==> config.mk <==
export PLATFORM = sky130hd
export DESIGN_NAME = riscv_timer_flat
export DESIGN_NICKNAME = d
export VERILOG_FILES = /design/src/design/soc_pkg.sv /design/src/design/wb_bus_if.sv /design/src/design/riscv_timer.sv /design/src/flat_wrapper.sv
export SDC_FILE = /design/constraint.sdc
export NUM_CORES = 1
export LEC_CHECK = 0
export BUFFER_PORTS_ARGS = -buffer_cell sky130_fd_sc_hd__buf_4
export CAP_MARGIN = 20
export CORE_MARGIN = 5
export CORE_UTILIZATION = 54
export CTS_BUF_LIST = sky130_fd_sc_hd__clkbuf_4 sky130_fd_sc_hd__clkbuf_8
export CTS_CLUSTER_SIZE = 28
export DETAILED_ROUTE_END_ITERATION = 10
export GPL_TIMING_DRIVEN = 0
export HOLD_SLACK_MARGIN = 0.12
export PLACE_DENSITY_LB_ADDON = 0.25
export SETUP_SLACK_MARGIN = 0.1
export SYNTH_ARGS = -nofsm -noshare
export SYNTH_HDL_FRONTEND = slang
export SYNTH_SLANG_ARGS = --single-unit
export TNS_END_PERCENT = 20
==> constraint.sdc <==
create_clock -name wb_clk -period 4.17 [get_ports wb_clk]
set_input_delay 1.251 -clock wb_clk [delete_from_list [all_inputs] [get_ports wb_clk]]
set_output_delay 1.251 -clock wb_clk [all_outputs]
set_load 0.005 [all_outputs]
==> src/design/soc_pkg.sv <==
`default_nettype none

package soc_pkg;

   // Bus fields
   typedef logic [31:0] wb_adr_t;
   typedef logic [31:0] wb_dat_t;
   typedef logic [3:0]  wb_sel_t;

   // Slave select from address bits 31:28
   typedef logic [3:0] region_t;

   localparam region_t REGION_RAM   = 4'h0;
   localparam region_t REGION_IO    = 4'h4;
   localparam region_t REGION_TIMER = 4'h8;

   localparam int RAM_WORDS = 256;

   typedef logic [$clog2(RAM_WORDS)-1:0] ram_idx_t; // Word index from adr[9:2]

   // I/O block word offsets in adr[3:2]
   localparam logic [1:0] IO_GPIO  = 2'd0;
   localparam logic [1:0] IO_PRINT = 2'd1;
   localparam logic [1:0] IO_HALT  = 2'd2;

   // Timer word offsets in adr[2]
   localparam logic TMR_MTIME    = 1'b0;
   localparam logic TMR_MTIMECMP = 1'b1;

   typedef enum logic [1:0] {
      ARB_IDLE,
      ARB_FETCH,
      ARB_DATA
   } arb_state_t;

endpackage

`default_nettype wire

==> src/design/wb_bus_if.sv <==
`timescale 1ns/1ps
`default_nettype none

interface wb_bus_if import soc_pkg::*; ();

   wb_adr_t adr;
   wb_dat_t dat;
   wb_sel_t sel;
   logic    we;
   logic    cyc;
   logic    stb;
   wb_dat_t rdt;
   logic    ack;

   modport master (output adr, dat, sel, we, cyc, stb,
                   input  rdt, ack);

   modport slave  (input  adr, dat, sel, we, cyc, stb,
                   output rdt, ack);

   // Read-only instruction side
   modport fetch  (input  adr, cyc, stb,
                   output rdt, ack);

endinterface

`default_nettype wire

==> src/design/riscv_timer.sv <==
`timescale 1ns/1ps
`default_nettype none

module riscv_timer import soc_pkg::*; (
   input  logic     wb_clk,
   input  logic     i_rst_n,
   wb_bus_if.slave  bus,
   output logic     o_irq
);

   wb_dat_t mtime;
   wb_dat_t mtimecmp;
   wb_dat_t rdt;
   logic    ack;
   logic    req;
   logic    wr;

   assign req = bus.cyc && bus.stb && !ack;
   assign wr  = req && bus.we;

   always_ff @(posedge wb_clk) begin
      if (!i_rst_n) begin
         mtime    <= '0;
         mtimecmp <= '1;   // No interrupt until software sets a compare value
      end else begin
         if (wr && bus.adr[2] == TMR_MTIME)
            mtime <= bus.dat;
         else
            mtime <= mtime + 1'b1;

         if (wr && bus.adr[2] == TMR_MTIMECMP) begin
            for (int b = 0; b < 4; b++) begin
               if (bus.sel[b])
                  mtimecmp[b*8 +: 8] <= bus.dat[b*8 +: 8];
            end
         end
      end
   end

   always_ff @(posedge wb_clk) begin
      if (!i_rst_n)
         o_irq <= 1'b0;
      else
         o_irq <= (mtime >= mtimecmp);  // Unsigned compare
   end

   always_ff @(posedge wb_clk) begin
      rdt <= (bus.adr[2] == TMR_MTIMECMP) ? mtimecmp : mtime;
   end

   always_ff @(posedge wb_clk) begin
      if (!i_rst_n)
         ack <= 1'b0;
      else
         ack <= req;
   end

   assign bus.rdt = rdt;
   assign bus.ack = ack;

endmodule

`default_nettype wire

==> src/flat_wrapper.sv <==
// flat-port wrapper written by rule: the top's interface ports become plain ports
module riscv_timer_flat import soc_pkg::*;
  (wb_clk, i_rst_n, o_irq, bus_adr, bus_dat, bus_sel, bus_we, bus_cyc, bus_stb, bus_rdt, bus_ack);
  wb_bus_if bus_i ();
  input  logic wb_clk;
  input  logic i_rst_n;
  output logic o_irq;
  input wire logic [$bits(bus_i.adr)-1:0] bus_adr;
  input wire logic [$bits(bus_i.dat)-1:0] bus_dat;
  input wire logic [$bits(bus_i.sel)-1:0] bus_sel;
  input wire logic [$bits(bus_i.we)-1:0] bus_we;
  input wire logic [$bits(bus_i.cyc)-1:0] bus_cyc;
  input wire logic [$bits(bus_i.stb)-1:0] bus_stb;
  output wire logic [$bits(bus_i.rdt)-1:0] bus_rdt;
  output wire logic [$bits(bus_i.ack)-1:0] bus_ack;
  assign bus_i.adr = bus_adr;
  assign bus_i.dat = bus_dat;
  assign bus_i.sel = bus_sel;
  assign bus_i.we = bus_we;
  assign bus_i.cyc = bus_cyc;
  assign bus_i.stb = bus_stb;
  assign bus_rdt = bus_i.rdt;
  assign bus_ack = bus_i.ack;
  riscv_timer u_core (.wb_clk(wb_clk), .i_rst_n(i_rst_n), .bus(bus_i), .o_irq(o_irq));
endmodule
Word level (Yosys, flattened, before mapping)
Index checks and enable logic that the tools add are counted.

Input port bits: 73. Latch bits: 0. Bits in writable memories: 0. Output and inout port bits: 34. ROM bits: 0. Register bits: 98. Memories: 0.

Eq/ne operators: 0. Shifts and indexed selects: 0. Mux-type cells: 2. Reduce and logical (&&, ||, !) cells: 10. Bitwise operators: 1. Add/subtract/negate cells: 1. Order comparisons: 1. $mul: 0. Div/mod/pow operators: 0.

Operators by type and width (count): 32-bit two-way mux (2); 32-bit by 1-bit adder with 32-bit output (second input constant) (1); 32-bit greater-or-equal comparator (1); 2-bit AND reduction (4); 1-bit logical AND (5); 1-bit logical NOT (1); 1-bit inverter (1).

Logic depth before layout (Yosys ltp)
Gate-level depths: netlist of the first run.

Depth after elaboration: 5. Gate-level depth with buffers: 7. Mapped depth without buffers: 7.

Worst setup path before layout of the first run
Ideal clock, no wire load.

Path type: input-to-reg. Start: input port bus_adr[2]. End: register u_core.mtime[3]. Arrival: 2.418 ns. Library setup time: 0.086 ns. Stages: 7. Data required time: 4.084 ns. Setup slack: 1.666 ns. Buffers on the path: 3. Cell sequence: clkbuf_1 -> inv_1 -> nand2b_1 -> clkbuf_1 -> clkbuf_1 -> nor2_1 -> a211oi_1.

Word-level cells in the longest chain between the ends: 3.

RTL lines: start: declaration (line flat_wrapper.sv:8) `input wire logic [$bits(bus_i.adr)-1:0] bus_adr;`; 1-bit inverter (line riscv_timer.sv:26) `if (wr && bus.adr[2] == TMR_MTIME)`; 1-bit logical AND (line riscv_timer.sv:26); 32-bit two-way mux (line riscv_timer.sv:26); end signal: assignment (line riscv_timer.sv:27) `mtime <= bus.dat;`; end signal: assignment (line riscv_timer.sv:29) `mtime <= mtime + 1'b1;`; end: declaration (line riscv_timer.sv:11) `wb_dat_t mtime;`.

Every way passes these cells. A chain may end at the register's enable or synchronous reset.

Worst setup path after layout of the first run
Start: input port bus_adr[2]. End: register u_core.mtimecmp[19].

Word-level cells in the longest chain between the ends: 2.

RTL lines: 1-bit logical AND (line riscv_timer.sv:31) `if (wr && bus.adr[2] == TMR_MTIMECMP) begin`; 2-bit AND reduction (no line); end signal: indexed assignment (line riscv_timer.sv:34) `mtimecmp[b*8 +: 8] <= bus.dat[b*8 +: 8];`; end: declaration (line riscv_timer.sv:12) `wb_dat_t mtimecmp;`.

Every way passes these cells.

==> results of run 1 <==
-- routing by layer --
layer | routed length, µm | up-vias
met5 | 0 | -
met4 | 208 | 0
met3 | 749 | 22
met2 | 5763 | 123
met1 | 4995 | 1925
li1 | - | 2005
-- Yosys cell counts --
master                      instances  area (µm²)
sky130_fd_sc_hd__a31oi_1            6       37.54
sky130_fd_sc_hd__and2_1             1       6.260
sky130_fd_sc_hd__clkbuf_1          21       78.83
sky130_fd_sc_hd__nor4b_2            1       15.01
sky130_fd_sc_hd__inv_1             35       131.4
sky130_fd_sc_hd__and3_1             3       18.77
sky130_fd_sc_hd__ha_1              33       412.9
sky130_fd_sc_hd__and4_1             5       43.79
sky130_fd_sc_hd__a21oi_1           21       105.1
sky130_fd_sc_hd__xor2_1            16       140.1
sky130_fd_sc_hd__nand4_4            1       21.27
sky130_fd_sc_hd__o21ai_0           28       140.1
sky130_fd_sc_hd__buf_1              4       15.01
sky130_fd_sc_hd__nor3_1             2       10.01
sky130_fd_sc_hd__or3_1              6       37.54
sky130_fd_sc_hd__dfxtp_1           98        1962
sky130_fd_sc_hd__a211oi_1          14       105.1
sky130_fd_sc_hd__nor4_4             1       21.27
sky130_fd_sc_hd__o211ai_1           1       7.510
sky130_fd_sc_hd__nand4b_1           2       17.52
sky130_fd_sc_hd__nand4_1            6       37.54
sky130_fd_sc_hd__xnor2_1            8       70.07
sky130_fd_sc_hd__and3_2             1       7.510
sky130_fd_sc_hd__a221oi_1           3       26.28
sky130_fd_sc_hd__mux2i_1            1       10.01
sky130_fd_sc_hd__o21a_1             2       15.01
sky130_fd_sc_hd__nand3_1           79       395.4
sky130_fd_sc_hd__nand4_2            3       37.54
sky130_fd_sc_hd__o2111ai_1          1       8.760
sky130_fd_sc_hd__nor2_1            25       93.84
sky130_fd_sc_hd__a21o_1             2       15.01
sky130_fd_sc_hd__nand2_1           60       225.2
sky130_fd_sc_hd__o22ai_1            1       6.260
sky130_fd_sc_hd__clkinv_1           1       3.750
sky130_fd_sc_hd__nand2b_1           4       25.02
sky130_fd_sc_hd__a2111oi_0          1       8.760
sky130_fd_sc_hd__mux2_2            30       337.8
-- state kept, by name, summed over array words and instances, names as in the netlist --
register	cells
u_core.bus.ack	1
u_core.bus.rdt	32
u_core.o_irq	1
u_core.mtimecmp	32
u_core.mtime	32
-- how the worst max path moves through the flow --
stage / start / end / slack (ns)
after floorplan: bus_adr[2] / u_core.mtime[3] / 1.67
after global placement: bus_adr[2] / u_core.mtimecmp[19] / 1.04
after detailed placement: bus_adr[2] / u_core.mtimecmp[9] / 1.0
after CTS: bus_adr[2] / u_core.mtimecmp[19] / 1.35
after global routing: bus_adr[2] / u_core.mtimecmp[6] / 1.15
final: bus_adr[2] / u_core.mtimecmp[19] / 1.35
-- worst reg2reg max path: cells and delay by family, from the launching register on --
kind,cells,cell delay (ns)
AOI/OAI and AO/OA,1,0.22
and+or+nand+nor,4,1.34
DFF,1,0.51
-- cells in the final DEF (no fill, tap or decap), types with 5 or more instances in the layout --
cell type and n:
sky130_fd_sc_hd__nand4_1 6, sky130_fd_sc_hd__and4_1 5, sky130_fd_sc_hd__or3_1 6, sky130_fd_sc_hd__o21ai_0 28, sky130_fd_sc_hd__a211oi_1 14, sky130_fd_sc_hd__nor2_1 25
sky130_fd_sc_hd__ha_1 33, sky130_fd_sc_hd__buf_4 69, sky130_fd_sc_hd__a31oi_1 6, sky130_fd_sc_hd__a21oi_1 21, sky130_fd_sc_hd__xor2_1 16, sky130_fd_sc_hd__nand3_1 79
sky130_fd_sc_hd__clkbuf_1 21, sky130_fd_sc_hd__clkbuf_8 9, sky130_fd_sc_hd__dfxtp_1 98, sky130_fd_sc_hd__xnor2_1 8, sky130_fd_sc_hd__nand2_1 60, sky130_fd_sc_hd__mux2_2 30
sky130_fd_sc_hd__inv_1 35
-- report_power, final --
group / internal (mW) / switching [mW]
registers: 0.980 / 0.0322
clock network: 0.360 / 0.326
logic: 0.104 / 0.0933
total: 1.44 / 0.451
-- stage by stage --
step	hold WS (ns)	setup WS, ns	power (mW)	utilization [%]	instances
global placement	0.4269	1.038	1.225	63.86	701
floorplan	0.4344	1.666	1.125	-	527
global route	0.4888	1.148	1.969	66.55	717
detailed placement	0.4363	0.9997	1.230	63.86	701
finish	0.4456	1.346	1.894	66.55	717
CTS	0.4498	1.349	1.904	66.55	717
-- final cells by class --
| cell class | instances | area share [%] |
|---|---|---|
| buffer | 25 | 1.699 |
| clock buffer | 12 | 2.651 |
| clock inverter | 4 | 1.382 |
| inverter | 36 | 2.447 |
| multi-input combinational | 368 | 44.54 |
| sequential | 98 | 35.52 |
| tap | 105 | 2.379 |
| timing repair buffer | 69 | 9.379 |
-- logic make-up (layout without fill, tap and decap cells) --
group                    after synthesis  after routing
AND/OR/NAND/NOR                      200            200
flip-flops                            98             98
XOR/XNOR                              24             24
adder cells (fa/ha/maj)               33             33
buffers and inverters                 61            146
multiplexers                          31             31
AO/OA/AOI/OAI                         80             80
==> metrics.yaml, run 1 <==
tritoncts.num_buffers: 9
dpl-instance-area_um2: 5300
p_leak_nw: 2.728
grt_util_met2_pct: 38.33
finalCriticalPeriod_ns: 2.824
floorplan.die_area_um2: 10570
maxClockFrequency_mhz: 354.1
initial_utilization_pct: 56.04
finalSetupViolations: 0
clk_transition_reported_paths_ns: 0.09
vias_in_the_first_global_route: 3890
ant_nets: 0
power.density_cell_area_nw_per_um2: 343.0
drc: 0
min_delay_path_depth: 1
start_of_the_worst_register_to_register_path: "u_core.mtime[14]"
final_net_count: 713
timing.hold.worst_endpoint: "u_core.bus.ack"
worst_path_largest_cell_delay_ns: 0.55
ctsResizeCount: 0
diodes: 0
hold_viol_final: 0
placementRows: 33
grt_setup_unrepaired: "false"
timing.rr.end: "u_core.mtime[27]"
data_required_time_of_the_critical_path_ns: 4.47
dr_total_vias: 4075
ffs_latches_synth: 98
grt_start_max_net_pins: 16
count_of_cells_along_the_worst_register_to_register_path: 5
port_buffers: 69
startpoint_type: "input port"
holdBufCountCts: 0
dpl.hpwl_um: 8618
postCtsSetupRepairBufs: 0
place_congestion: 0.8537
irDropWorstVdd_mv: 0.1897
worstPathArrival_ns: 3.13
synth_mux_area_share_pct: 7.479
grt.overflow.total: 0
post_route_cells_drive_above_1_share_pct: 19.93
critPathMaxFanout: 10
cp_slowest_cell: "sky130_fd_sc_hd__nor2_1"
timing.critical_path.cells: "clkbuf_1 -> inv_1 -> nor2_1 -> clkbuf_1 -> nand3_1 -> nand3_1"
cts_tree: "done"
final_clock_skew_ns: 0.009356
critical_path_buf_inv_count: 3
cts.sinks: 98
area_taken_by_multi_input_logic_gates_um2: 2460
critical_path.endpoint_type: "flop"
route.detailed.vias_per_inst: 5.683
die_h_um: 102.8
postSynthNetCount: 633
drv_slew: 0
routed_wire_length_per_instance_um: 16.34
synth_area_um2: 4651
cp.depth: 6
synthCells: 527
ys_warn_count: 0
cts_buffer_depth: 2
fp.dieW_um: 102.8
postLayoutCellArea_um2: 5523
path_delay_family: "buffers and inverters"
cts_htree_levels: 3
number_of_antenna_violations_at_the_first_check_in_global_routing: 0
drt_iter0_drc: 277
drt_wl_total_um: 11720
grt_pass1_wl_um: 19100
regArea_um2: 1962
min_from: "u_core.bus.ack"
number_of_detailed_route_iterations_in_the_first_pass: 4
totalNegativeSetupSlack_ns: 0
post_synth_and_or_nand_nor_area_fraction_pct: 21.79
relSlewSlack_pct: 44.63
seq_total_area_yosys_pct: 42.18
clk_root_buffer_cell: "sky130_fd_sc_hd__clkbuf_8"
run_status: "finished clean"
drv_cap: 0
reg_to_reg_setup_timing_slack_ns: 2.02
clock_insertion_delay_worst_skew_ns: 0.37
synth_fa_ha_area_share_pct: 8.878
combinational_family_with_the_most_area_after_synthesis: "simple AND/OR/NAND/NOR gates"
grt.met3_usage_pct: 2.842
global_route.peak_usage_layer: "met2"
synth_xor_xnor_area_share_pct: 4.520
grt_util_all_layers_pct: 23.02
globalRouteMet1Util_pct: 30.29
yosys.cell_types.count: 37
synthesis.area_per_instance_um2: 8.825
worst_slew_pin_tran_ns: 0.8242
min_path_type: "reg -> reg"
critical_path_class: "in -> reg"
nFillCells: 711
fp.coreArea_um2: 8299
final_min_period_over_clock_period_pct: 67.72
io_pins: 107
areaGrowthSynthToFinish_pct: 18.75
synth_compound_gate_area_share_pct: 10.22
Note: power is estimated with default switching activity, not from simulation.
==> run 2: changes to the inputs <==
--- a/config.mk
+++ b/config.mk
@@ -8,7 +8,7 @@
 export BUFFER_PORTS_ARGS = -buffer_cell sky130_fd_sc_hd__buf_4
 export CAP_MARGIN = 20
 export CORE_MARGIN = 5
-export CORE_UTILIZATION = 54
+export CORE_UTILIZATION = 50
 export CTS_BUF_LIST = sky130_fd_sc_hd__clkbuf_4 sky130_fd_sc_hd__clkbuf_8
 export CTS_CLUSTER_SIZE = 28
 export DETAILED_ROUTE_END_ITERATION = 10
==> constraint.sdc (replaced) <==
create_clock -name wb_clk -period 2.4 [get_ports wb_clk]
set_input_delay 0.72 -clock wb_clk [delete_from_list [all_inputs] [get_ports wb_clk]]
set_output_delay 0.72 -clock wb_clk [all_outputs]
set_load 0.005 [all_outputs]
==> metrics.yaml, run 2 (synthesis gave the netlist of run 1 again) <==
top_flop_regs: "u_core.bus.rdt (32), u_core.mtime (32), u_core.mtimecmp (32)"
grt_start_max_net_pins: 17
maxClockFrequency_mhz: 458.8
postLayoutCellArea_um2: 5492
relSlewSlack_pct: 36.37
post_route_cells_drive_above_1_share_pct: 20.26
io_pins: 107
postLayoutSetupSlackWorst_ns: 0.2203
holdBufCountCts: 0
cts.sinks: 98
critPathMaxFanout: 6
timing.rr.end: "u_core.mtime[16]"
min_delay_path_depth: 1
dpl.hpwl_um: 8811
route.detailed.vias_per_inst: 5.591
worstPathArrival_ns: 2.46
floorplan.die_area_um2: 11330
final_cells: 723
critical_path.endpoint_type: "flop"
highest_count_cells_in_the_layout_ignoring_fill_and_taps: "98 x sky130_fd_sc_hd__dfxtp_1, 79 x sky130_fd_sc_hd__nand3_1, 69 x sky130_fd_sc_hd__buf_4"
initial_utilization_pct: 50.81
place_congestion: 0.8884
diodes: 0
post-place-cells: 707
ctsResizeCount: 0
commonest_non_fill_non_tap_cell_in_the_layout: "sky130_fd_sc_hd__dfxtp_1"
totalNegativeSetupSlack_ns: 0
vias_in_the_first_global_route: 3908
timing.critical_path.cells: "ha_1 -> and4_1 -> nor4b_2 -> nand3_1 -> xor2_1 -> a211oi_1"
routed_wire_length_per_instance_um: 16.38
worst_slew_pin_tran_ns: 0.9471
clk_root_buffer_cell: "sky130_fd_sc_hd__clkbuf_8"
fp.coreArea_um2: 9153
cts_htree_levels: 3
grt_setup_unrepaired: "true"
min_path_type: "reg -> reg"
grt.overflow.total: 0
placement.setup.worst_slack_ns: -0.2397
areaGrowthSynthToFinish_pct: 18.08
ant_nets: 0
timing.hold.worst_endpoint: "u_core.bus.ack"
run_status: "finished clean"
die_h_um: 106.4
drv_slew: 0
placementRows: 35
p_leak_nw: 2.707
met3_wirelength_um: 748
final_util_pct: 60.00
cts_tree: "done"
clk_transition_reported_paths_ns: 0.10
drc: 0
worst_path_largest_cell_delay_ns: 0.50
grt_util_all_layers_pct: 21.34
final_min_period_over_clock_period_pct: 90.82
startpoint_type: "flop"
wl_met2_um: 5541
reg_to_reg_setup_timing_slack_ns: 0.22
hold_ws_ns: 0.4458
tritoncts.num_buffers: 9
number_of_detailed_route_iterations_in_the_first_pass: 6
finalCriticalPeriod_ns: 2.180
postCtsSetupRepairBufs: 0
count_of_cells_along_the_worst_register_to_register_path: 6
drt_wl_total_um: 11850
power.density_cell_area_nw_per_um2: 561.6
min_from: "u_core.bus.ack"
fp.dieW_um: 106.4
final_net_count: 713
wl_met1_um: 5305
dpl-instance-area_um2: 5308
irDropWorstVdd_mv: 0.3189
port_buffers: 69
start_of_the_worst_register_to_register_path: "u_core.mtime[1]"
drv_cap: 0
grt_pass1_wl_um: 19200
nFillCells: 826
final_clock_skew_ns: 0.01348
critical_path_class: "reg -> reg"
cts_buffer_depth: 2
clock_insertion_delay_worst_skew_ns: 0.36
maxUsedRoutingLayer: "met4"
drt_iter0_drc: 181
number_of_antenna_violations_at_the_first_check_in_global_routing: 0
cp_slowest_cell: "sky130_fd_sc_hd__nor4b_2"
data_required_time_of_the_critical_path_ns: 2.68
hold_viol_final: 0
fin_total_pwr_mw: 3.084
finalSetupViolations: 0
dr_total_vias: 4042
## run 2: cell count changes in the layout (fill, tap and decap cells not counted)
cell / before / now
sky130_fd_sc_hd__clkinv_4: 1 / 2
sky130_fd_sc_hd__clkbuf_1: 21 / 20
sky130_fd_sc_hd__nor2_1: 25 / 24
sky130_fd_sc_hd__clkinv_2: 0 / 2
sky130_fd_sc_hd__bufinv_16: 2 / 0
sky130_fd_sc_hd__clkinvlp_4: 1 / 2
sky130_fd_sc_hd__clkbuf_4: 3 / 0
sky130_fd_sc_hd__clkbuf_2: 0 / 1
sky130_fd_sc_hd__nor2_2: 0 / 1
sky130_fd_sc_hd__clkbuf_8: 9 / 10
## run 2: critical path, delay by kind of cell (launching register included)
family,cells,cell delay (ns)
simple gates,3,1.03
fa+ha+maj,1,0.25
flops,1,0.44
xor+xnor,1,0.16
compound gates,1,0.23
## run 2: routing by layer
layer / global-route usage, % / up-vias
li1: - / 2008
met1: 29.03 / 1883
met2: 33.89 / 130
met3: 3.643 / 21
met4: 8.128 / 0
met5: 0 / -
## run 2: worst max-delay path by stage
stage / from / endpoint / slack [ns]
3_5_place_dp: bus_adr[2] / u_core.mtimecmp[21] / -0.24
3_3_place_gp: bus_adr[2] / u_core.mtimecmp[10] / -0.18
6_report: u_core.mtime[1] / u_core.mtime[16] / 0.22
2_1_floorplan: bus_adr[2] / u_core.mtime[3] / 0.43
4_1_cts: bus_adr[2] / u_core.mtimecmp[21] / 0.13
5_1_grt: u_core.mtime[1] / u_core.mtime[16] / 0.06
## run 2: cell type report
| cell class | count | area (µm²) | area share (%) |
|---|---|---|---|
| clock inverter | 6 | 42.54 | 0.7747 |
| buffer | 25 | 95.09 | 1.732 |
| tap | 111 | 138.9 | 2.529 |
| timing repair buffer | 69 | 518.0 | 9.433 |
| inverter | 36 | 135.1 | 2.461 |
| clock buffer | 10 | 137.6 | 2.506 |
| sequential | 98 | 1962 | 35.73 |
| multi-input combinational | 368 | 2462 | 44.84 |
## run 2: report_power, final
part	switching [mW]	leakage [nW]	total, mW	internal [mW]
logic	0.163	1.81	0.343	0.180
registers	0.0567	0.807	1.76	1.70
clock network	0.576	0.0882	0.981	0.405
