===== src/design/soc_pkg.sv =====
`default_nettype none

package soc_pkg;

   // Bus fields
   typedef logic [31:0] wb_adr_t;
   typedef logic [31:0] wb_dat_t;
   typedef logic [3:0]  wb_sel_t;

   // Slave select from address bits 31:28
   typedef logic [3:0] region_t;

   localparam region_t REGION_RAM   = 4'h0;
   localparam region_t REGION_IO    = 4'h4;
   localparam region_t REGION_TIMER = 4'h8;

   localparam int RAM_WORDS = 256;

   typedef logic [$clog2(RAM_WORDS)-1:0] ram_idx_t; // Word index from adr[9:2]

   // I/O block word offsets in adr[3:2]
   localparam logic [1:0] IO_GPIO  = 2'd0;
   localparam logic [1:0] IO_PRINT = 2'd1;
   localparam logic [1:0] IO_HALT  = 2'd2;

   // Timer word offsets in adr[2]
   localparam logic TMR_MTIME    = 1'b0;
   localparam logic TMR_MTIMECMP = 1'b1;

   typedef enum logic [1:0] {
      ARB_IDLE,
      ARB_FETCH,
      ARB_DATA
   } arb_state_t;

endpackage

`default_nettype wire


===== src/design/wb_bus_if.sv =====
`timescale 1ns/1ps
`default_nettype none

interface wb_bus_if import soc_pkg::*; ();

   wb_adr_t adr;
   wb_dat_t dat;
   wb_sel_t sel;
   logic    we;
   logic    cyc;
   logic    stb;
   wb_dat_t rdt;
   logic    ack;

   modport master (output adr, dat, sel, we, cyc, stb,
                   input  rdt, ack);

   modport slave  (input  adr, dat, sel, we, cyc, stb,
                   output rdt, ack);

   // Read-only instruction side
   modport fetch  (input  adr, cyc, stb,
                   output rdt, ack);

endinterface

`default_nettype wire


===== src/design/wb_sys_io.sv =====
`timescale 1ns/1ps
`default_nettype none

module wb_sys_io import soc_pkg::*; (
   input  logic       wb_clk,
   input  logic       i_rst_n,
   wb_bus_if.slave    bus,
   output logic       o_gpio,
   output logic [7:0] o_print_char,
   output logic       o_print_valid,
   output logic       o_halt
);

   logic [1:0] offs;
   wb_dat_t    rdt;
   logic       ack;
   logic       req;
   logic       wr;

   assign offs = bus.adr[3:2];
   assign req  = bus.cyc && bus.stb && !ack;
   assign wr   = req && bus.we;

   always_ff @(posedge wb_clk) begin
      if (!i_rst_n) begin
         o_gpio        <= 1'b0;
         o_print_valid <= 1'b0;
         o_halt        <= 1'b0;
      end else begin
         if (wr && offs == IO_GPIO)
            o_gpio <= bus.dat[0];
         o_print_valid <= wr && (offs == IO_PRINT);  // Lines up with ack
         if (wr && offs == IO_HALT)
            o_halt <= 1'b1;                           // Sticky
      end
   end

   always_ff @(posedge wb_clk) begin
      if (wr && offs == IO_PRINT)
         o_print_char <= bus.dat[7:0];
   end

   // Only the GPIO bit reads back
   always_ff @(posedge wb_clk) begin
      rdt <= (offs == IO_GPIO) ? {31'd0, o_gpio} : '0;
   end

   always_ff @(posedge wb_clk) begin
      if (!i_rst_n)
         ack <= 1'b0;
      else
         ack <= req;
   end

   assign bus.rdt = rdt;
   assign bus.ack = ack;

endmodule

`default_nettype wire


===== src/flat_wrapper.sv =====
// flat-port wrapper written by rule: the top's interface ports become plain ports
module wb_sys_io_flat import soc_pkg::*;
  (wb_clk, i_rst_n, o_gpio, o_print_char, o_print_valid, o_halt, bus_adr, bus_dat, bus_sel, bus_we, bus_cyc, bus_stb, bus_rdt, bus_ack);
  wb_bus_if bus_i ();
  input  logic wb_clk;
  input  logic i_rst_n;
  output logic o_gpio;
  output logic [7:0] o_print_char;
  output logic o_print_valid;
  output logic o_halt;
  input wire logic [$bits(bus_i.adr)-1:0] bus_adr;
  input wire logic [$bits(bus_i.dat)-1:0] bus_dat;
  input wire logic [$bits(bus_i.sel)-1:0] bus_sel;
  input wire logic [$bits(bus_i.we)-1:0] bus_we;
  input wire logic [$bits(bus_i.cyc)-1:0] bus_cyc;
  input wire logic [$bits(bus_i.stb)-1:0] bus_stb;
  output wire logic [$bits(bus_i.rdt)-1:0] bus_rdt;
  output wire logic [$bits(bus_i.ack)-1:0] bus_ack;
  assign bus_i.adr = bus_adr;
  assign bus_i.dat = bus_dat;
  assign bus_i.sel = bus_sel;
  assign bus_i.we = bus_we;
  assign bus_i.cyc = bus_cyc;
  assign bus_i.stb = bus_stb;
  assign bus_rdt = bus_i.rdt;
  assign bus_ack = bus_i.ack;
  wb_sys_io u_core (.wb_clk(wb_clk), .i_rst_n(i_rst_n), .bus(bus_i), .o_gpio(o_gpio), .o_print_char(o_print_char), .o_print_valid(o_print_valid), .o_halt(o_halt));
endmodule

===== config.mk =====
export PLATFORM = sky130hd
export DESIGN_NAME = wb_sys_io_flat
export DESIGN_NICKNAME = d
export VERILOG_FILES = /design/src/design/soc_pkg.sv /design/src/design/wb_bus_if.sv /design/src/design/wb_sys_io.sv /design/src/flat_wrapper.sv
export SDC_FILE = /design/constraint.sdc
export NUM_CORES = 1
export LEC_CHECK = 0
export ABC_AREA = 1
export BUFFER_PORTS_ARGS = -buffer_cell sky130_fd_sc_hd__buf_4
export CELL_PAD_IN_SITES_DETAIL_PLACEMENT = 0
export CELL_PAD_IN_SITES_GLOBAL_PLACEMENT = 1
export CORE_MARGIN = 4
export CORE_UTILIZATION = 14
export CTS_CLUSTER_DIAMETER = 200
export DETAILED_ROUTE_END_ITERATION = 7
export PLACE_DENSITY = 0.76
export SLEW_MARGIN = 20
export SYNTH_ARGS = -nofsm -noshare
export SYNTH_HDL_FRONTEND = slang
export SYNTH_SLANG_ARGS = --single-unit

===== constraint.sdc =====
create_clock -name wb_clk -period 1.5 [get_ports wb_clk]
set_input_delay 0.15 -clock wb_clk [delete_from_list [all_inputs] [get_ports wb_clk]]
set_output_delay 0.15 -clock wb_clk [all_outputs]
set_load 0.1 [all_outputs]

# Word-level counts from Yosys, hierarchy flattened
# Index checks and enable logic that the tools add are counted.
# word_totals
reg_bits	44
inputBits	73
word_cells	17
# classes
eq_ne	2
n_reduce_logical	8
# op_table
operator	n
1-bit logical AND	6
2-bit by 1-bit == test with 1-bit output (second input constant)	1
2-bit == test (second input constant)	1
2-bit zero test	1
1-bit zero test	1

# Logic depth before layout (Yosys ltp)
# Gate-level depths: netlist of the first run.
# logic_depth
ltp_word	4
depth_mapped	5
mapped_depth_nobuf	5

# Least setup slack after synthesis of the first run
# No wires, ideal clock.
# synth_timing
kind	register -> register
start	register u_core.ack, in the netlist u_core.bus.ack
end	register u_core.o_print_char[0] (enable)
arrival_time_ps	1539
path_slack_ps	-423
path_stages_with_launch	4
n_path_buf	0
path_cell_list	dfxtp_1 > inv_1 > nand4_2 > nor3_1
# synth_between
elab_chain_len	4
# synth_lines
element	line	rtl
from (decl)	wb_sys_io.sv:16	logic ack;
from (signal assigned)	wb_sys_io.sv:52	ack <= req;
1-bit zero test	wb_sys_io.sv:21	assign req = bus.cyc && bus.stb && !ack;
1-bit logical AND	wb_sys_io.sv:21	
1-bit logical AND	wb_sys_io.sv:22	assign wr = req && bus.we;
1-bit logical AND	wb_sys_io.sv:39	if (wr && offs == IO_PRINT)
to (signal assigned)	wb_sys_io.sv:40	o_print_char <= bus.dat[7:0];
to (decl)	wb_sys_io.sv:9	output logic [7:0] o_print_char,
# Every way passes these cells.
# A chain may end at the register's enable or synchronous reset.

# Worst setup path after layout of the first run
# layout_timing
start	register u_core.ack, in the netlist u_core.bus.ack
end	register u_core.o_print_char[2] (enable)
# Same word-level chain as after synthesis.

==> summary.md, run 1 <==
| Metric | Value |
|---|---|
| Outcome | complete, no violations |
| Synth unique cells | 14 |
| # rows | 25 |
| Seq cells post-synth | 13 |
| Startpoint Class | flop |
| Asr flop ratio synth | 0% |
| Gates resized, CTS repair | 0 |
| Type of the worst setup path | reg -> reg |
| Final Hold Vio Count | 0 |
| Ys Warns | 0 |
| Total GRT Usage | 3.61% |
| Final Skew | 0.472 ps |
| I/O pins | 117 |
| Layout Nets | 174 |
| Worst skew pair latency | 240 ps |
| Pre-Repair DR Iteration Count | 2 |
| Routed length per instance | 7.57 um |
| Final instance area | 916 sq um |
| Die area | 6120 sq um |
| Setup Viol. Count Final | 0 |
| DRT iter0 DRCs | 14 |
| Global-route wire length before repair | 1680 um |
| Chip Width | 78.2 um |
| ANT nets after route | 0 |
| Mapped cell area | 691 sq um |
| Hold Crit Class | in -> reg |
| Clk slew on worst S/H paths | 50 ps |
| CP arrival | 1040 ps |
| H-Tree Depth | 1 |
| CTS tree | yes |
| Via density | 2.70 |
| VDD IR max | 0.000207 V |
| Total wire length | 1270 um |
| Initial antenna violation count | 0 |
| Clock Sinks | 13 |
| RSZ-0062 raised after global routing | false |
| HPWL after DPL | 1090 um |
| Post-synth top area cell | edfxtp_1 |
| Part of the cycle the worst path needs | 72.8% |
| Min-delay src | bus_dat[5] |
| GRT overflow | 0 |
| Syn Area/Cell | 10.0 sq um |
| Drt drc | 0 |
| Share of the synthesized area in the top cell type | 34.8% |
| Share of layout cells above drive strength 1 | 36.0% |
| # diodes | 0 |
| Clock root cell | clkbuf_8 |
| Initial Utilization | 14.5% |
| CP Max Fanout | 8 |
| Max-cap violation count | 0 |
| PwrDens | 1220 nW/um^2 |
| Seq/Total Area, Yosys | 49.3% |
| DR vias | 451 |
| Post-CTS Setup Bufs | 0 |
| Placed inst area | 871 sq um |
| Leak Pwr | 0.431 nW |
| Die Ht | 78.2 um |
| Primary FF master, synth | edfxtp_1 |
| Reg2reg setup slack | 410 ps |
| Most frequent cell after synthesis | buf_4 |
| Required time of the critical path | 1450 ps |
| F_max | 916 MHz |
| CP Capture Type | flop |
| Total CTS buffers | 3 |
| Core ar. | 4750 sq um |
| Reg2reg start | u_core.bus.ack$_SDFF_PN0_ |
| Final setup TNS | 0 ps |
| Worst reg2reg path endpoint | u_core.o_print_char[2]$_DFFE_PP_ |
| IO buf count | 27 |
| Final Wtd Congestion | 0.745 |
| EDFF count, synth | 8 |
| Area Growth Syn to Fin | 32.6% |
| Vias in the first global route | 413 |
| Gate Count Post-Synth | 69 |
| Top cells by area, synth | edfxtp_1 35%, buf_4 34%, dfxtp_1 14% |
| Worst-case reg-to-reg path depth | 4 |
| Final Critical Period | 1090 ps |
| Final slew viol count | 0 |
| WHS Path Cells | 1 |
| Clock tree buffer depth | 2 |
| Pin count of the biggest net entering global routing | 9 |
| Hold Buf Count CTS | 0 |
| Most frequent cells after synthesis | 31 x buf_4, 8 x edfxtp_1, 8 x inv_1 |
| Hold Crit Endpoint | u_core.o_print_char[5]$_DFFE_PP_ |
[power breakdown]
| group | switching, mW | internal, mW |
|---|---|---|
| Clock | 0.115 | 0.187 |
| Sequential | 0.00278 | 0.385 |
| Combinational | 0.394 | 0.0349 |
[cell usage in the layout, fill, tap and decap left out, drive strengths merged]
cell,Yosys,final
clkbuf,0,4
nor4,1,1
conb,1,31
nand2,2,2
edfxtp,8,8
buf,31,28
nor2,7,7
dfxtp,5,5
nand4,2,2
nor3,2,2
nand3,1,1
a21oi,1,1
inv,8,8
[area by class of cell]
class / count / area (sq um)
Clock buffer: 4 / 45.0
Sequential cell: 13 / 342
Inverter: 8 / 30.0
Timing Repair Buffer: 28 / 210
Fill cell: 557 / 3840
Multi-Input combinational cell: 47 / 205
Tap cell: 67 / 83.8
[worst max-delay path, stage by stage, from the launching register on]
cell,delay (ps)
dfxtp_2,340
inv_1,70
nand4_2,100
nor3_2,120
buf_4,180
[through the flow]
step / cells / hold slack, ps / utilization (%) / total power, mW / setup WS (ps)
floorplan: 99 / 229 / - / 0.841 / 43.0
global placement: 163 / 328 / 18.3 / 0.820 / 406
detailed placement: 163 / 330 / 18.3 / 0.823 / 406
CTS: 167 / 76.8 / 19.3 / 1.13 / 397
global route: 167 / 73.8 / 19.3 / 1.16 / 335
finish: 167 / 85.6 / 19.3 / 1.12 / 409
[layer usage]
layer | part of all wire [%] | GRT usage [%]
met1 | 35 | 3.63
met3 | 23 | 2.06
met5 | 0 | 0
met2 | 40 | 5.57
met4 | 2.0 | 2.62
[cells by family after synthesis]
group,Yosys count,synth area share (%)
AND/OR/NAND/NOR,15,11.4
AO/OA/AOI/OAI,1,0.724
flip-flops,13,49.3
buffers and inverters,39,38.0
other,1,0.543
[sequential cells by signal (all words and copies together) (netlist names)]
register              cells
u_core.o_print_char       8
u_core.o_print_valid      1
u_core.bus.rdt            1
u_core.bus.ack            1
u_core.o_halt             1
u_core.o_gpio             1
[worst max-delay path by stage]
stage | endpoint | slack [ps] | from
floorplan | u_core.o_print_char[0]$_DFFE_PP_ | 40 | u_core.bus.ack$_SDFF_PN0_
global placement | u_core.o_print_char[2]$_DFFE_PP_ | 410 | u_core.bus.ack$_SDFF_PN0_
detailed placement | u_core.o_print_char[4]$_DFFE_PP_ | 410 | u_core.bus.ack$_SDFF_PN0_
CTS | u_core.o_print_char[3]$_DFFE_PP_ | 400 | u_core.bus.ack$_SDFF_PN0_
global route | u_core.o_print_char[2]$_DFFE_PP_ | 330 | u_core.bus.ack$_SDFF_PN0_
finish | u_core.o_print_char[2]$_DFFE_PP_ | 410 | u_core.bus.ack$_SDFF_PN0_
Power figures use the tool's default switching activity.
==> run 2: changes to the inputs <==
--- a/config.mk
+++ b/config.mk
@@ -5,15 +5,15 @@
 export SDC_FILE = /design/constraint.sdc
 export NUM_CORES = 1
 export LEC_CHECK = 0
-export ABC_AREA = 1
+export ABC_AREA = 0
 export BUFFER_PORTS_ARGS = -buffer_cell sky130_fd_sc_hd__buf_4
 export CELL_PAD_IN_SITES_DETAIL_PLACEMENT = 0
 export CELL_PAD_IN_SITES_GLOBAL_PLACEMENT = 1
 export CORE_MARGIN = 4
-export CORE_UTILIZATION = 14
+export CORE_UTILIZATION = 15
 export CTS_CLUSTER_DIAMETER = 200
 export DETAILED_ROUTE_END_ITERATION = 7
-export PLACE_DENSITY = 0.76
+export PLACE_DENSITY = 0.79
 export SLEW_MARGIN = 20
 export SYNTH_ARGS = -nofsm -noshare
 export SYNTH_HDL_FRONTEND = slang
==> constraint.sdc (replaced) <==
create_clock -name wb_clk -period 1 [get_ports wb_clk]
set_input_delay 0.1 -clock wb_clk [delete_from_list [all_inputs] [get_ports wb_clk]]
set_output_delay 0.1 -clock wb_clk [all_outputs]
set_load 0.1 [all_outputs]
==> summary.md, run 2 <==
| Metric | Value |
|---|---|
| Mapped cell area | 687 sq um (was 691 sq um) |
| CP arrival | 1080 ps (was 1040 ps) |
| Worst path buffer plus inverter count | 0 (was 2) |
| PwrDens | 1800 nW/um^2 (was 1220 nW/um^2) |
| CP Capture Type | flop (unchanged) |
| DRT iter0 DRCs | 9 (was 14) |
| Ys Warns | 0 (unchanged) |
| CP delay by family, top | simple AND/OR/NAND/NOR gates (was flip-flops) |
| Drt drc | 0 (unchanged) |
| Worst skew pair latency | 240 ps (about the same) |
| Core Util, Final | 21.3% (was 19.3%) |
| Comb pwr share | 38.7% (was 38.4%) |
| CP Max Fanout | 8 (unchanged) |
| Commonest non-fill, non-tap cell in the layout | conb_1 (unchanged) |
| Outcome | complete, but fails checks (was complete, no violations) |
| Final hold slack | 36.8 ps (was 85.6 ps) |
| Max-cap violation count | 0 (unchanged) |
| Vias in the first global route | 356 (was 413) |
| Crit path max-delay cell type | dfxtp_4 (was dfxtp_2) |
| Core ar. | 4380 sq um (was 4750 sq um) |
| GRT overflow | 0 (unchanged) |
| Part of the cycle the worst path needs | 113% (was 72.8%) |
| Sw frac | 45.3% (was 45.7%) |
| Failing checks | setup timing |
| Initial Utilization | 15.7% (was 14.5%) |
| Startpoint Class | flop (unchanged) |
| Most frequent cell after synthesis | buf_4 (unchanged) |
| Primary FF master, synth | edfxtp_1 (unchanged) |
| EDFF count, synth | 8 (unchanged) |
| Net Switching | 0.760 mW (was 0.512 mW) |
| Routed length per instance | 9.11 um (was 7.57 um) |
| Share of the synthesized area in the top cell type | 35.0% (was 34.8%) |
| Synth unique cells | 14 (unchanged) |
| VDD IR max | 0.000332 V (was 0.000207 V) |
| Asr flop ratio synth | 0% (unchanged) |
| RSZ-0062 raised after global routing | true (was false) |
| Required time of the critical path | 950 ps (was 1450 ps) |
| Die Ht | 75.7 um (was 78.2 um) |
| Top reg by flops | u_core.o_print_char (unchanged) |
| Top cells by area, synth | edfxtp_1 35%, buf_4 34%, dfxtp_1 15% (was edfxtp_1 35%, buf_4 34%, dfxtp_1 14%) |
| Via density | 2.98 (was 2.70) |
| Gate Count Post-Synth | 56 (was 69) |
| Final Wtd Congestion | 0.695 (was 0.745) |
| PnR worst setup slack | -129 ps (was 409 ps) |
| IO buf count | 27 (unchanged) |
| Pre-Repair DR Iteration Count | 2 (unchanged) |
| Clock Sinks | 13 (unchanged) |
| CP max stage delay | 330 ps (was 340 ps) |
| Leak Pwr | 0.434 nW (was 0.431 nW) |
| # diodes | 0 (unchanged) |
| Pin count of the biggest net entering global routing | 9 (unchanged) |
| P_int | 0.916 mW (was 0.607 mW) |
| Die area | 5730 sq um (was 6120 sq um) |
| Sequential power share | 34.5% (was 34.7%) |
| Largest register FFs | 8 (unchanged) |
| Post-synth top area cell | edfxtp_1 (unchanged) |
| Syn Area/Cell | 12.3 sq um (was 10.0 sq um) |
| Clock tree buffer depth | 2 (unchanged) |
| Clk network pwr share | 26.9% (was 27.0%) |
| Total GRT Usage | 3.99% (was 3.61%) |
| Setup Viol. Count Final | 9 (was 0) |
| Layout Nets | 162 (was 174) |
| Clock root cell | clkbuf_8 (unchanged) |
| Area Growth Syn to Fin | 35.9% (was 32.6%) |
| DR vias | 417 (was 451) |
| Chip Width | 75.7 um (was 78.2 um) |
| Most frequent cells after synthesis | 31 x buf_4, 8 x edfxtp_1, 5 x dfxtp_1 (was 31 x buf_4, 8 x edfxtp_1, 8 x inv_1) |
| Initial antenna violation count | 0 (unchanged) |
| Critical-path cell list | nand4b_4, nor2_4, and2_4 (was inv_1, nand4_2, nor3_2, buf_4) |
| Clk slew on worst S/H paths | 50 ps (about the same) |
| Final Hold Vio Count | 0 (unchanged) |
| Final slew viol count | 0 (unchanged) |
| H-Tree Depth | 1 (unchanged) |
| Most frequent cells in the layout | 31 x conb_1, 26 x buf_4, 8 x edfxtp_1 (was 31 x conb_1, 28 x buf_4, 8 x inv_1, 8 x edfxtp_1, 5 x nor2_1) |
| Global-route wire length before repair | 1640 um (was 1680 um) |
| # rows | 24 (was 25) |
| F_max | 886 MHz (was 916 MHz) |
| Total wire length | 1280 um (was 1270 um) |
| Type of the worst setup path | reg -> reg (unchanged) |
| Share of layout cells above drive strength 1 | 48.9% (was 36.0%) |
| Total CTS buffers | 3 (unchanged) |
| Final Critical Period | 1130 ps (was 1090 ps) |
| Hold Crit Class | in -> reg (unchanged) |
| ANT nets after route | 0 (unchanged) |
| HPWL after DPL | 1080 um (was 1090 um) |
| CTS tree | yes (unchanged) |
| Seq cells post-synth | 13 (unchanged) |
| Final Skew | 0.581 ps (was 0.472 ps) |
| Seq/Total Area, Yosys | 49.5% (was 49.3%) |
| I/O pins | 117 (unchanged) |
[run 2: cell types whose count changed after synthesis, moves of 2 or more]
cell / change
nor2_1: -4
nor3b_1: +2
nor2_2: -2
nor3_1: -2
inv_1: -8
[run 2: path summary, 6_finish.rpt]
kind,endpoint,slack [ps],start,depth (start not counted)
min,u_core.o_print_char[2]$_DFFE_PP_,40,bus_dat[2],1
min reg2reg,u_core.o_halt$_SDFFE_PN0P_,470,u_core.o_halt$_SDFFE_PN0P_,1
max,u_core.o_print_char[1]$_DFFE_PP_,-130,u_core.bus.ack$_SDFF_PN0_,3
max reg2reg,u_core.o_print_char[1]$_DFFE_PP_,-130,u_core.bus.ack$_SDFF_PN0_,3
[run 2: power groups by stage]
stage	clock network [mW]	logic (mW)	registers, mW
detailed placement	0	0.639	0.589
global route	0.495	0.663	0.578
finish	0.450	0.648	0.578
floorplan	0	0.612	0.637
global placement	0	0.637	0.588
CTS	0.478	0.642	0.578
[run 2: kinds of logic (layout without fill, tap and decap cells)]
group	count (synthesis)	after routing	synth area share (%)
buf+inv	31	33	33.9
simple gates	8	8	10.2
compound gates	3	3	5.83
flops	13	13	49.5
other cells	1	31	0.546
[run 2: layer usage]
layer | track usage [%] | wire (um) | vias to the layer above | share of wire [%]
li1 | - | - | 191 | -
met1 | 3.82 | 398 | 180 | 31
met2 | 6.33 | 548 | 42 | 43
met3 | 1.98 | 301 | 4 | 24
met4 | 3.50 | 26 | 0 | 2.0
met5 | 0 | 0 | - | 0
[run 2: layout make-up]
type                    count  area (sq um)
clock buffers               4          45.0
well taps                  52          65.1
fillers                   469          3450
multi-input cells          42           236
flip-flops and latches     13           349
repair buffers             29           238
[run 2: metrics by stage]
| stage | cell area [sq um] | power, mW | setup TNS [ps] | instances | setup WS [ps] |
|---|---|---|---|---|---|
| 2_1_floorplan | 813 | 1.25 | -2230 | 86 | -247 |
| 3_3_place_gp | 863 | 1.23 | -856 | 136 | -105 |
| 3_5_place_dp | 863 | 1.23 | -1050 | 136 | -126 |
| 4_1_cts | 916 | 1.70 | -1060 | 140 | -130 |
| 5_1_grt | 933 | 1.74 | -1620 | 140 | -183 |
| 6_report | 933 | 1.68 | -1060 | 140 | -129 |
[run 2: repair_timing]
| item | 4_1_cts | 5_1_grt |
|---|---|---|
| hold buffers | 0 | 0 |
| setup endpoints to repair | 10 | 13 |
| resized for setup | 2 | 4 |
| pin swaps | 1 | 1 |
| setup buffers | 0 | 1 |
==> run 3: changes to the inputs <==
--- a/config.mk
+++ b/config.mk
@@ -13,7 +13,7 @@
 export CORE_UTILIZATION = 15
 export CTS_CLUSTER_DIAMETER = 200
 export DETAILED_ROUTE_END_ITERATION = 7
-export PLACE_DENSITY = 0.79
+export PLACE_DENSITY_LB_ADDON = 0.12
 export SLEW_MARGIN = 20
 export SYNTH_ARGS = -nofsm -noshare
 export SYNTH_HDL_FRONTEND = slang
==> summary.md, run 3 (synthesis results as in run 2) <==
| Metric | Value |
|---|---|
| Drt drc | 0 (unchanged) |
| Initial antenna violation count | 0 (unchanged) |
| Most frequent cells in the layout | 31 x conb_1, 29 x buf_4, 8 x edfxtp_1 (was 31 x conb_1, 26 x buf_4, 8 x edfxtp_1) |
| Die Ht | 75.7 um (unchanged) |
| Total wire length | 1400 um (was 1280 um) |
| Final setup TNS | -1200 ps (was -1060 ps) |
| GRT overflow | 0 (unchanged) |
| Die area | 5730 sq um (unchanged) |
| Leak Pwr | 0.436 nW (was 0.434 nW) |
| CP arrival | 1090 ps (was 1080 ps) |
| Hold Crit Class | in -> reg (unchanged) |
| Final slew viol count | 0 (unchanged) |
| HPWL after DPL | 1200 um (was 1080 um) |
| DRT iter0 DRCs | 19 (was 9) |
| Top reg by flops | u_core.o_print_char (unchanged) |
| Startpoint Class | flop (unchanged) |
| CTS tree | yes (unchanged) |
| PwrDens | 1800 nW/um^2 (about the same) |
| CP Max Fanout | 8 (unchanged) |
| Final Critical Period | 1140 ps (was 1130 ps) |
| Clk slew on worst S/H paths | 50 ps (about the same) |
| CP Capture Type | flop (unchanged) |
| Worst skew pair latency | 240 ps (about the same) |
| Layout Nets | 163 (was 162) |
| Core Util, Final | 21.3% (unchanged) |
| Outcome | complete, but fails checks (unchanged) |
| VDD IR max | 0.000350 V (was 0.000332 V) |
| Total CTS buffers | 3 (unchanged) |
| Vias in the first global route | 360 (was 356) |
| Largest register FFs | 8 (unchanged) |
| Pre-Repair DR Iteration Count | 2 (unchanged) |
| Final Skew | 1.04 ps (was 0.581 ps) |
| Setup Viol. Count Final | 10 (was 9) |
| Routed length per instance | 9.91 um (was 9.11 um) |
| Max-cap violation count | 0 (unchanged) |
| I/O pins | 117 (unchanged) |
| Commonest non-fill, non-tap cell in the layout | conb_1 (unchanged) |
| Clock tree buffer depth | 2 (unchanged) |
| IO buf count | 27 (unchanged) |
| Chip Width | 75.7 um (unchanged) |
| Via density | 2.94 (was 2.98) |
| Global-route wire length before repair | 1810 um (was 1640 um) |
| DR vias | 415 (was 417) |
| Initial Utilization | 15.7% (unchanged) |
| Clock Sinks | 13 (unchanged) |
| Hold Buf Count CTS | 0 (unchanged) |
| Final Wtd Congestion | 0.669 (was 0.695) |
| F_max | 878 MHz (was 886 MHz) |
| Clock root cell | clkbuf_8 (unchanged) |
| Share of layout cells above drive strength 1 | 50.6% (was 48.9%) |
| Failing checks | setup timing (unchanged) |
| Total GRT Usage | 4.54% (was 3.99%) |
| Area Growth Syn to Fin | 35.9% (unchanged) |
| Required time of the critical path | 950 ps (about the same) |
| Final Hold Vio Count | 0 (unchanged) |
| Part of the cycle the worst path needs | 114% (was 113%) |
| PnR worst setup slack | -139 ps (was -129 ps) |
| Pin count of the biggest net entering global routing | 9 (unchanged) |
| # rows | 24 (unchanged) |
| Type of the worst setup path | reg -> reg (unchanged) |
| Core ar. | 4380 sq um (unchanged) |
| RSZ-0062 raised after global routing | true (unchanged) |
| ANT nets after route | 0 (unchanged) |
| H-Tree Depth | 1 (unchanged) |
| Placement Setup Slack | -140 ps (was -126 ps) |
| # diodes | 0 (unchanged) |
## run 3: cell count changes in the layout (fill, tap and decap cells not counted), sizes merged
cell	before	now
buf	29	30
## run 3: metal layers
layer	vias to the layer above	share of wire (%)	GRT usage [%]
met5	-	0	0
met4	0	0.50	2.33
met3	2	16	2.24
met2	36	51	7.57
met1	184	33	4.72
li1	193	-	-
## run 3: worst max-delay path, stage by stage, from the launching register on
cell and delay [ps]:
dfxtp_4 330, nand4b_4 200, nor2_4 100, and2_4 210
## run 3: final cells by class
cell class / instances / area, sq um
clock buffers: 4 / 45.0
fillers: 491 / 3450
multi-input cells: 42 / 241
flip-flops and latches: 13 / 349
well taps: 52 / 65.1
repair buffers: 30 / 233
## run 3: path summary, 6_finish.rpt
| path | startpoint | to | depth (start not counted) | slack (ps) |
|---|---|---|---|---|
| max | u_core.bus.ack$_SDFF_PN0_ | u_core.o_print_char[4]$_DFFE_PP_ | 3 | -140 |
| min | bus_dat[6] | u_core.o_print_char[6]$_DFFE_PP_ | 1 | 40 |
| max reg2reg | u_core.bus.ack$_SDFF_PN0_ | u_core.o_print_char[4]$_DFFE_PP_ | 3 | -140 |
| min reg2reg | u_core.o_halt$_SDFFE_PN0P_ | u_core.o_halt$_SDFFE_PN0P_ | 1 | 460 |
## run 3: where the power goes
group	switching [mW]	internal, mW
registers	0.00262	0.575
clock network	0.173	0.281
logic	0.589	0.0605
total	0.765	0.916
## run 3: through the flow
stage                     hold slack (ps)  power [mW]  instance area (sq um)  instances
after floorplan                       168        1.25                    813         86
after global placement                284        1.23                    863        136
after detailed placement              280        1.23                    863        136
after CTS                            26.8        1.71                    928        141
after global routing                 21.9        1.75                    933        141
final                                36.4        1.68                    933        141
## run 3: timing repair
| action | in CTS | in global routing |
|---|---|---|
| endpoints found under the hold margin | 0 | 0 |
| pin swaps | 0 | 1 |
| setup endpoints to repair | 10 | 10 |
| resized for setup | 3 | 1 |
| setup buffers | 1 | 0 |
